**src/rs_config.svh**
```systemverilog
// Table size, tag, data, multiplier and result queue macros
`ifndef RS_CONFIG_SVH
`define RS_CONFIG_SVH

//////////////////////////////
// Reservation table
//////////////////////////////

// Rows in the reservation station
`define RS_SIZE 8

// Tag width, 32 physical tags
`define TAG_W 5

// Operand and result width
`define DATA_W 16

//////////////////////////////
// Execute and result path
//////////////////////////////

// Multiplier pipeline depth
`define MUL_STAGES 3

// Result queue entries, power of two
`define RQ_DEPTH 4

`endif

```
**src/rs_pkg.sv**
```systemverilog
// Opcode, unit and handshake enums plus the reservation row struct
`include "rs_config.svh"

package rs_pkg;

	//////////////////////////////
	// Enums
	//////////////////////////////

	// LI takes the immediate and no sources
	typedef enum logic [2:0] {
		LI  = 3'd0,
		ADD = 3'd1,
		SUB = 3'd2,
		AND = 3'd3,
		XOR = 3'd4,
		MUL = 3'd5
	} opcode_t;

	typedef enum logic {
		FU_ALU = 1'b0,
		FU_MUL = 1'b1
	} fu_t;

	// Shared by the dispatch slave and the result master
	typedef enum logic [1:0] {
		IDLE     = 2'd0,
		ACK      = 2'd1,
		WAIT_LOW = 2'd2
	} hs_state_t;

	//////////////////////////////
	// Reservation row
	//////////////////////////////

	typedef struct packed {
		logic               busy;
		opcode_t            op;
		fu_t                fu;
		logic [`TAG_W-1:0]  dest;
		logic               src1_ready;
		logic [`TAG_W-1:0]  src1_tag;
		logic [`DATA_W-1:0] src1_val;
		logic               src2_ready;
		logic [`TAG_W-1:0]  src2_tag;
		logic [`DATA_W-1:0] src2_val;
	} rs_row_t;

endpackage

```
**src/rs_ifc.sv**
```systemverilog
// Issue path and common data bus interfaces with their modports
`include "rs_config.svh"

// Table to execute, one lane per unit type
interface issue_if import rs_pkg::*; ();
	logic    alu_valid;
	rs_row_t alu_row;
	logic    alu_stall;
	logic    mul_valid;
	rs_row_t mul_row;
	logic    mul_stall;

	modport table_side (
		output alu_valid, alu_row, mul_valid, mul_row,
		input  alu_stall, mul_stall
	);

	modport execute (
		input  alu_valid, alu_row, mul_valid, mul_row,
		output alu_stall, mul_stall
	);
endinterface

// Result broadcast, a transfer is valid and ready together
interface cdb_if ();
	logic               valid;
	logic               ready;
	logic [`TAG_W-1:0]  tag;
	logic [`DATA_W-1:0] value;

	modport source (output valid, tag, value, input ready);

	modport sink (input valid, tag, value, output ready);

	// Snoopers see only accepted transfers
	modport monitor (input valid, ready, tag, value);
endinterface

```
**src/dispatch_decode.sv**
```systemverilog
// Dispatch handshake slave, tag register file, source bypass and row build
`include "rs_config.svh"

module dispatch_decode import rs_pkg::*; (
	input  logic                     clock,
	input  logic                     rst_n,
	input  logic                     disp_req,
	input  opcode_t                  disp_op,
	input  logic [`TAG_W-1:0]        disp_dest,
	input  logic [`TAG_W-1:0]        disp_src1,
	input  logic [`TAG_W-1:0]        disp_src2,
	input  logic [`DATA_W-1:0]       disp_imm,
	output logic                     disp_ack,
	output logic                     wr_en,
	output rs_row_t                  wr_row,
	input  logic [$clog2(`RS_SIZE):0] free_cnt,
	cdb_if.monitor                   cdb
);
	localparam int NUM_TAGS = 1 << `TAG_W;

	hs_state_t          state;
	logic [NUM_TAGS-1:0] tag_ready;
	logic [`DATA_W-1:0] tag_val [NUM_TAGS];
	logic               cdb_fire;
	logic               byp1;
	logic               byp2;

	assign cdb_fire = cdb.valid && cdb.ready;

	// Row enters on the same edge that raises ack
	assign wr_en = (state == IDLE) && disp_req && (free_cnt != '0);

	// Source broadcast this cycle counts as ready
	assign byp1 = cdb_fire && (cdb.tag == disp_src1);
	assign byp2 = cdb_fire && (cdb.tag == disp_src2);

	always_comb begin
		wr_row = '0;
		wr_row.busy = 1'b1;
		wr_row.op = disp_op;
		wr_row.fu = (disp_op == MUL) ? FU_MUL : FU_ALU;
		wr_row.dest = disp_dest;
		wr_row.src1_tag = disp_src1;
		wr_row.src2_tag = disp_src2;
		if (disp_op == LI) begin
			wr_row.src1_ready = 1'b1;
			wr_row.src1_val = disp_imm;
			wr_row.src2_ready = 1'b1;
		end else begin
			wr_row.src1_ready = tag_ready[disp_src1] || byp1;
			wr_row.src1_val = byp1 ? cdb.value : tag_val[disp_src1];
			wr_row.src2_ready = tag_ready[disp_src2] || byp2;
			wr_row.src2_val = byp2 ? cdb.value : tag_val[disp_src2];
		end
	end

	//////////////////////////////
	// Four-phase slave
	always_ff @(posedge clock) begin
		if (!rst_n) begin
			state <= IDLE;
			disp_ack <= 1'b0;
		end else begin
			case (state)
				IDLE: if (wr_en) begin
					disp_ack <= 1'b1;
					state <= ACK;
				end
				ACK: if (!disp_req) begin
					disp_ack <= 1'b0;
					state <= WAIT_LOW;
				end
				// Master needs a cycle to see ack low
				default: if (!disp_req) state <= IDLE;
			endcase
		end
	end

	//////////////////////////////
	// Tag register file
	always_ff @(posedge clock) begin
		if (!rst_n) begin
			tag_ready <= '1;
			for (int t = 0; t < NUM_TAGS; t++) begin
				tag_val[t] <= '0;
			end
		end else begin
			if (cdb_fire) begin
				tag_ready[cdb.tag] <= 1'b1;
				tag_val[cdb.tag] <= cdb.value;
			end
			// New producer makes its tag pending
			if (wr_en) tag_ready[disp_dest] <= 1'b0;
		end
	end

	// Ack only answers a request seen with room in the table
	a_ack_on_req: assert property (@(posedge clock) disable iff (!rst_n)
		$rose(disp_ack) |-> $past(disp_req && (free_cnt != '0)));

endmodule

```
**src/rs_table.sv**
```systemverilog
// Reservation rows, CDB wakeup, lowest-index issue select and row allocation
`include "rs_config.svh"

module rs_table import rs_pkg::*; (
	input  logic                      clock,
	input  logic                      rst_n,
	input  logic                      wr_en,
	input  rs_row_t                   wr_row,
	output logic [$clog2(`RS_SIZE):0] free_cnt,
	issue_if.table_side               iss,
	cdb_if.monitor                    cdb
);
	localparam int IDX_W = $clog2(`RS_SIZE);

	rs_row_t            rows [`RS_SIZE];
	logic [`RS_SIZE-1:0] alu_req;
	logic [`RS_SIZE-1:0] mul_req;
	logic [IDX_W-1:0]   alu_idx;
	logic [IDX_W-1:0]   mul_idx;
	logic [IDX_W-1:0]   free_idx;
	logic               cdb_fire;

	assign cdb_fire = cdb.valid && cdb.ready;

	//////////////////////////////
	// Ready rows per unit type
	always_comb begin
		for (int i = 0; i < `RS_SIZE; i++) begin
			alu_req[i] = rows[i].busy && rows[i].src1_ready && rows[i].src2_ready
				&& (rows[i].fu == FU_ALU);
			mul_req[i] = rows[i].busy && rows[i].src1_ready && rows[i].src2_ready
				&& (rows[i].fu == FU_MUL);
		end
	end

	// Scan downward so the lowest index wins
	always_comb begin
		alu_idx = '0;
		mul_idx = '0;
		free_idx = '0;
		free_cnt = '0;
		for (int i = `RS_SIZE - 1; i >= 0; i--) begin
			if (alu_req[i]) alu_idx = IDX_W'(i);
			if (mul_req[i]) mul_idx = IDX_W'(i);
			if (!rows[i].busy) begin
				free_idx = IDX_W'(i);
				free_cnt = free_cnt + 1'b1;
			end
		end
	end

	//////////////////////////////
	// Issue
	always_comb begin
		iss.alu_valid = (|alu_req) && !iss.alu_stall;
		iss.alu_row = rows[alu_idx];
		iss.mul_valid = (|mul_req) && !iss.mul_stall;
		iss.mul_row = rows[mul_idx];
	end

	//////////////////////////////
	// Row update
	always_ff @(posedge clock) begin
		if (!rst_n) begin
			for (int i = 0; i < `RS_SIZE; i++) begin
				rows[i].busy <= 1'b0;
			end
		end else begin
			// Wakeup, ready takes effect next cycle
			for (int i = 0; i < `RS_SIZE; i++) begin
				if (cdb_fire && rows[i].busy && !rows[i].src1_ready
					&& (rows[i].src1_tag == cdb.tag)) begin
					rows[i].src1_ready <= 1'b1;
					rows[i].src1_val <= cdb.value;
				end
				if (cdb_fire && rows[i].busy && !rows[i].src2_ready
					&& (rows[i].src2_tag == cdb.tag)) begin
					rows[i].src2_ready <= 1'b1;
					rows[i].src2_val <= cdb.value;
				end
			end
			if (iss.alu_valid) rows[alu_idx].busy <= 1'b0;
			if (iss.mul_valid) rows[mul_idx].busy <= 1'b0;
			// Free row, so never the one being issued
			if (wr_en) rows[free_idx] <= wr_row;
		end
	end

	// Selected row is a waiting complete row
	a_alu_issue: assert property (@(posedge clock) disable iff (!rst_n)
		iss.alu_valid |-> iss.alu_row.busy
			&& iss.alu_row.src1_ready && iss.alu_row.src2_ready);

	a_mul_issue: assert property (@(posedge clock) disable iff (!rst_n)
		iss.mul_valid |-> iss.mul_row.busy
			&& iss.mul_row.src1_ready && iss.mul_row.src2_ready);

endmodule

```
**src/fu_execute.sv**
```systemverilog
// ALU output register, multiplier pipeline and CDB arbitration
`include "rs_config.svh"

module fu_execute import rs_pkg::*; (
	input  logic  clock,
	input  logic  rst_n,
	issue_if.execute iss,
	cdb_if.source    cdb
);
	localparam int LAST = `MUL_STAGES - 1;

	logic                   alu_v;
	logic [`TAG_W-1:0]      alu_tag;
	logic [`DATA_W-1:0]     alu_val;
	logic [`DATA_W-1:0]     alu_res;
	logic [`MUL_STAGES-1:0] mul_v;
	logic [`TAG_W-1:0]      mul_tag [`MUL_STAGES];
	logic [`DATA_W-1:0]     mul_val [`MUL_STAGES];
	logic [`DATA_W-1:0]     mul_lo;
	logic                   mul_out_v;

	//////////////////////////////
	// ALU
	always_comb begin
		case (iss.alu_row.op)
			LI:      alu_res = iss.alu_row.src1_val;
			ADD:     alu_res = iss.alu_row.src1_val + iss.alu_row.src2_val;
			SUB:     alu_res = iss.alu_row.src1_val - iss.alu_row.src2_val;
			AND:     alu_res = iss.alu_row.src1_val & iss.alu_row.src2_val;
			XOR:     alu_res = iss.alu_row.src1_val ^ iss.alu_row.src2_val;
			default: alu_res = '0;
		endcase
	end

	// Low half of the product only
	assign mul_lo = iss.mul_row.src1_val * iss.mul_row.src2_val;

	assign mul_out_v = mul_v[LAST];

	//////////////////////////////
	// CDB, multiplier has priority
	assign cdb.valid = mul_out_v || alu_v;
	assign cdb.tag = mul_out_v ? mul_tag[LAST] : alu_tag;
	assign cdb.value = mul_out_v ? mul_val[LAST] : alu_val;

	// Queue full freezes both units
	assign iss.mul_stall = !cdb.ready;
	assign iss.alu_stall = !cdb.ready || (alu_v && mul_out_v);

	always_ff @(posedge clock) begin
		if (!rst_n) begin
			alu_v <= 1'b0;
			mul_v <= '0;
		end else begin
			if (!iss.alu_stall) alu_v <= iss.alu_valid;
			if (cdb.ready) begin
				for (int s = LAST; s > 0; s--) begin
					mul_v[s] <= mul_v[s-1];
				end
				mul_v[0] <= iss.mul_valid;
			end
		end
	end

	// Tag travels with each stage
	always_ff @(posedge clock) begin
		if (!iss.alu_stall) begin
			alu_tag <= iss.alu_row.dest;
			alu_val <= alu_res;
		end
		if (cdb.ready) begin
			for (int s = LAST; s > 0; s--) begin
				mul_tag[s] <= mul_tag[s-1];
				mul_val[s] <= mul_val[s-1];
			end
			mul_tag[0] <= iss.mul_row.dest;
			mul_val[0] <= mul_lo;
		end
	end

endmodule

```
**src/result_port.sv**
```systemverilog
// Result queue and four-phase result master
`include "rs_config.svh"

module result_port import rs_pkg::*; (
	input  logic               clock,
	input  logic               rst_n,
	cdb_if.sink                cdb,
	output logic               res_req,
	output logic [`TAG_W-1:0]  res_tag,
	output logic [`DATA_W-1:0] res_value,
	input  logic               res_ack
);
	localparam int PTR_W = $clog2(`RQ_DEPTH);
	localparam logic [PTR_W:0] FULL = `RQ_DEPTH;

	logic [`TAG_W-1:0]  q_tag [`RQ_DEPTH];
	logic [`DATA_W-1:0] q_val [`RQ_DEPTH];
	logic [PTR_W-1:0]   wr_ptr;
	logic [PTR_W-1:0]   rd_ptr;
	logic [PTR_W:0]     count;
	hs_state_t          state;
	logic               push;
	logic               pop;

	assign cdb.ready = (count != FULL);
	assign push = cdb.valid && cdb.ready;
	// Pop as req drops
	assign pop = (state == ACK) && res_ack;

	// Head stays put while req is high
	assign res_tag = q_tag[rd_ptr];
	assign res_value = q_val[rd_ptr];

	always_ff @(posedge clock) begin
		if (push) begin
			q_tag[wr_ptr] <= cdb.tag;
			q_val[wr_ptr] <= cdb.value;
		end
	end

	// Pointers wrap on their own at a power of two
	always_ff @(posedge clock) begin
		if (!rst_n) begin
			wr_ptr <= '0;
			rd_ptr <= '0;
			count <= '0;
			state <= IDLE;
			res_req <= 1'b0;
		end else begin
			if (push) wr_ptr <= wr_ptr + 1'b1;
			if (pop) rd_ptr <= rd_ptr + 1'b1;
			if (push && !pop) count <= count + 1'b1;
			else if (pop && !push) count <= count - 1'b1;
			case (state)
				IDLE: if (count != '0) begin
					res_req <= 1'b1;
					state <= ACK;
				end
				ACK: if (res_ack) begin
					res_req <= 1'b0;
					state <= WAIT_LOW;
				end
				default: if (!res_ack) state <= IDLE;
			endcase
		end
	end

	a_no_push_full: assert property (@(posedge clock) disable iff (!rst_n)
		(count == FULL) |-> !push);

	// A refused result stays on the bus unchanged
	a_cdb_hold: assert property (@(posedge clock) disable iff (!rst_n)
		(cdb.valid && !cdb.ready) |=> cdb.valid && $stable(cdb.tag) && $stable(cdb.value));

endmodule

```
**src/rs_top.sv**
```systemverilog
// Top level joining decode, reservation table, execute and result port
`include "rs_config.svh"

module rs_top import rs_pkg::*; (
	input  logic               clock,
	input  logic               rst_n,
	input  logic               disp_req,
	input  opcode_t            disp_op,
	input  logic [`TAG_W-1:0]  disp_dest,
	input  logic [`TAG_W-1:0]  disp_src1,
	input  logic [`TAG_W-1:0]  disp_src2,
	input  logic [`DATA_W-1:0] disp_imm,
	output logic               disp_ack,
	output logic               res_req,
	output logic [`TAG_W-1:0]  res_tag,
	output logic [`DATA_W-1:0] res_value,
	input  logic               res_ack
);
	logic                      wr_en;
	rs_row_t                   wr_row;
	logic [$clog2(`RS_SIZE):0] free_cnt;

	issue_if i_iss ();
	cdb_if   i_cdb ();

	dispatch_decode i_decode (
		.clock, .rst_n, .disp_req, .disp_op, .disp_dest, .disp_src1, .disp_src2,
		.disp_imm, .disp_ack, .wr_en, .wr_row, .free_cnt, .cdb(i_cdb)
	);

	rs_table i_table (
		.clock, .rst_n, .wr_en, .wr_row, .free_cnt, .iss(i_iss), .cdb(i_cdb)
	);

	fu_execute i_execute (
		.clock, .rst_n, .iss(i_iss), .cdb(i_cdb)
	);

	result_port i_result (
		.clock, .rst_n, .cdb(i_cdb), .res_req, .res_tag, .res_value, .res_ack
	);

endmodule

```
**config.mk**
```make
export PLATFORM = sky130hd
export DESIGN_NAME = rs_top
export DESIGN_NICKNAME = d
export VERILOG_FILES = /design/src/rs_pkg.sv /design/src/rs_ifc.sv /design/src/dispatch_decode.sv /design/src/rs_table.sv /design/src/fu_execute.sv /design/src/result_port.sv /design/src/rs_top.sv
export VERILOG_INCLUDE_DIRS = /design/src
export SDC_FILE = /design/constraint.sdc
export NUM_CORES = 2
export LEC_CHECK = 0
export BUFFER_PORTS_ARGS = -buffer_cell sky130_fd_sc_hd__buf_2
export CELL_PAD_IN_SITES_DETAIL_PLACEMENT = 1
export CELL_PAD_IN_SITES_GLOBAL_PLACEMENT = 2
export CORE_MARGIN = 2
export CORE_UTILIZATION = 40
export CTS_CLUSTER_SIZE = 12
export DETAILED_ROUTE_END_ITERATION = 16
export PLACE_DENSITY_LB_ADDON = 0.1
export RECOVER_POWER = 50
export SLEW_MARGIN = 30
export SYNTH_ARGS = -nofsm -noshare
export SYNTH_HDL_FRONTEND = slang
export SYNTH_HIERARCHICAL = 1
export SYNTH_SLANG_ARGS = --single-unit
```
**constraint.sdc**
```tcl
create_clock -name clock -period 7 [get_ports clock]
set_clock_uncertainty 0.2 [all_clocks]
set_input_delay 1.4 -clock clock [delete_from_list [all_inputs] [get_ports clock]]
set_output_delay 1.4 -clock clock [all_outputs]
set_load 0.1 [all_outputs]
```
==> results.tsv <==
metric	value	unit
status	finished, violations left	
violations	capacitance limit, slew limit, setup timing	
reg2regPathDepth	25	
holdPathStages	0	
dp_hpwl	176600	µm
clk_latency	0.81	ns
hold_slack	0.2154	ns
finalCritPeriodShare	101.8	%
cts_tree	done	
grt_max_degree	65	
min_path_type	reg2reg	
yosys_warnings	6	
final_common_cell	nand2_1	
grt_first_pass_wirelength	368700	µm
slew_headroom	-118.4	%
dieArea	166000	µm²
tightest_slew	3.277	ns
antenna_found_initial	11	
syn_area	65120	µm²
design_power_total	22.94	mW
grtUsageTotal	31.05	%
syn_avg_cell_area	11.29	µm²
ant_nets	0	
crit_type	reg2reg	
placementRows	148	
nNetsFinal	6037	
instances_no_fill	8116	
placed_area	68900	µm²
leakagePower	28.04	nW
rsz0062_at_grt	true	
power_density	309.3	nW/µm²
crit_required	7.33	ns
post-place-ws	-0.3805	ns
initial_core_util	40.14	%
worstPathArrival	7.45	ns
via_count	47802	
dr_wl_met2	122300	µm
crit_fanout	16	
route.met3.wl	18040	µm
htreeDepth	4	
overflow	0	
syn-num-nets	5982	
clkTransAtPathRegs	0.06	ns
final-max-slew-violation-count	909	
clock.fmax	140.3	MHz
clock_path_buffers	3	
wl	260800	µm
endpoint_kind	flop	
syn_inst	5767	
nFillCells	17118	
avgViaCountPerCell	5.890	
portBuffers	60	
drtIter0Drc	4964	
cts_root_buffer	clkbuf_16	
numPlacedInstances	7824	
fp.dieW	407.5	µm
wl_met1	108200	µm
start_kind	flop	
fin_area	74150	µm²
tns	-0.2463	ns
final_cell_mix	nand2_1, edfxtp_1, and2_1, a21oi_1, mux4_2	
setup_slack	-0.1260	ns
finalHoldViolations	0	
core_area	162200	µm²
numClockSinks	1163	
drive_above_1_share	17.42	%
syn_to_final_growth	13.87	%
place_congestion	0.8909	
routed.top_layer	met5	
io_pins	61	
numCtsBuffers	139	
period_minus_slack	7.126	ns
die_y	407.5	µm
first_pass_iters	6	
irDropWorstVdd	381.8	µV
grt_pass1_vias	48528	
ff2ff_setup_slack	-0.13	ns
drc	0	
post_drt_wl_per_cell	32.14	µm
final_util	45.71	%
setup_violations	2	
max-cap-violations	29	
where the power goes:
| group | internal, mW | switching (mW) | total [mW] |
|---|---|---|---|
| clock network | 4.25 | 3.12 | 7.37 |
| registers | 8.41 | 0.197 | 8.61 |
| logic | 2.70 | 4.26 | 6.96 |
worst max-delay path: stages, from the launching register on:
cell and delay (ns):
dfxtp_4 0.34, and4_4 0.23, o21ai_2 0.07, a21bo_4 0.26
buf_4 0.15, a21o_4 0.31, nand2_1 0.12, a21oi_2 0.05
or4_4 0.59, and2_4 0.20, fa_1 0.59, fa_1 0.45
ha_2 0.20, fa_1 0.48, inv_1 0.05, fa_1 0.46
fa_1 0.51, inv_2 0.05, ha_4 0.22, and3_4 0.18
a221o_1 0.30, or4_4 0.45, o2111ai_4 0.10, a21oi_2 0.08
nor2_1 0.12, xnor2_1 0.08
worst paths after layout:
check                                 from                  endpoint
setup / recovery       i_table/rows[6][53]  i_execute/mul_val[0][15]
setup reg to reg       i_table/rows[6][53]  i_execute/mul_val[0][15]
hold / removal    i_execute/mul_val[0][28]  i_execute/mul_val[0][44]
hold reg to reg   i_execute/mul_val[0][28]  i_execute/mul_val[0][44]
cell type report:
type,instances,area (µm²),share of cell area [%]
Inverter,144,540.5,0.7290
Multi-Input combinational cell,3966,28800,38.84
Tap cell,2175,2721,3.670
Clock inverter,72,834.6,1.126
Timing Repair Buffer,408,3291,4.438
Antenna cell,4,10.01,0.01350
Clock buffer,184,3771,5.086
Sequential cell,1163,34180,46.10
registers in the layout (all words and copies together) (netlist names), named ones only:
signal              flops
i_decode/disp_ack       1
i_decode/state          2
i_decode/tag_ready     32
i_decode/tag_val      512
i_execute/alu_tag       5
i_execute/alu_v         1
i_execute/alu_val      16
i_execute/mul_tag      15
i_execute/mul_v         3
i_execute/mul_val      48
i_result/count          3
i_result/q_tag         20
i_result/q_val         64
i_result/rd_ptr         2
i_result/res_req        1
i_result/state          2
i_result/wr_ptr         2
i_table/rows          432
per-layer routing:
| layer | up-vias | track usage, % |
|---|---|---|
| met5 | - | 0 |
| met3 | 495 | 4.644 |
| met2 | 1915 | 50.40 |
| met1 | 24785 | 41.70 |
| li1 | 20603 | - |
| met4 | 4 | 12.77 |
what timing repair did:
action / 4_1_cts / 5_1_grt
gates resized for setup: 46 / 68
setup buffers: 12 / 18
pin swaps: 23 / 35
endpoints found under the setup margin: 5 / 5
cloned: 6 / 1
hold buffers: 0 / 0
(Power assumes the default switching activity.)
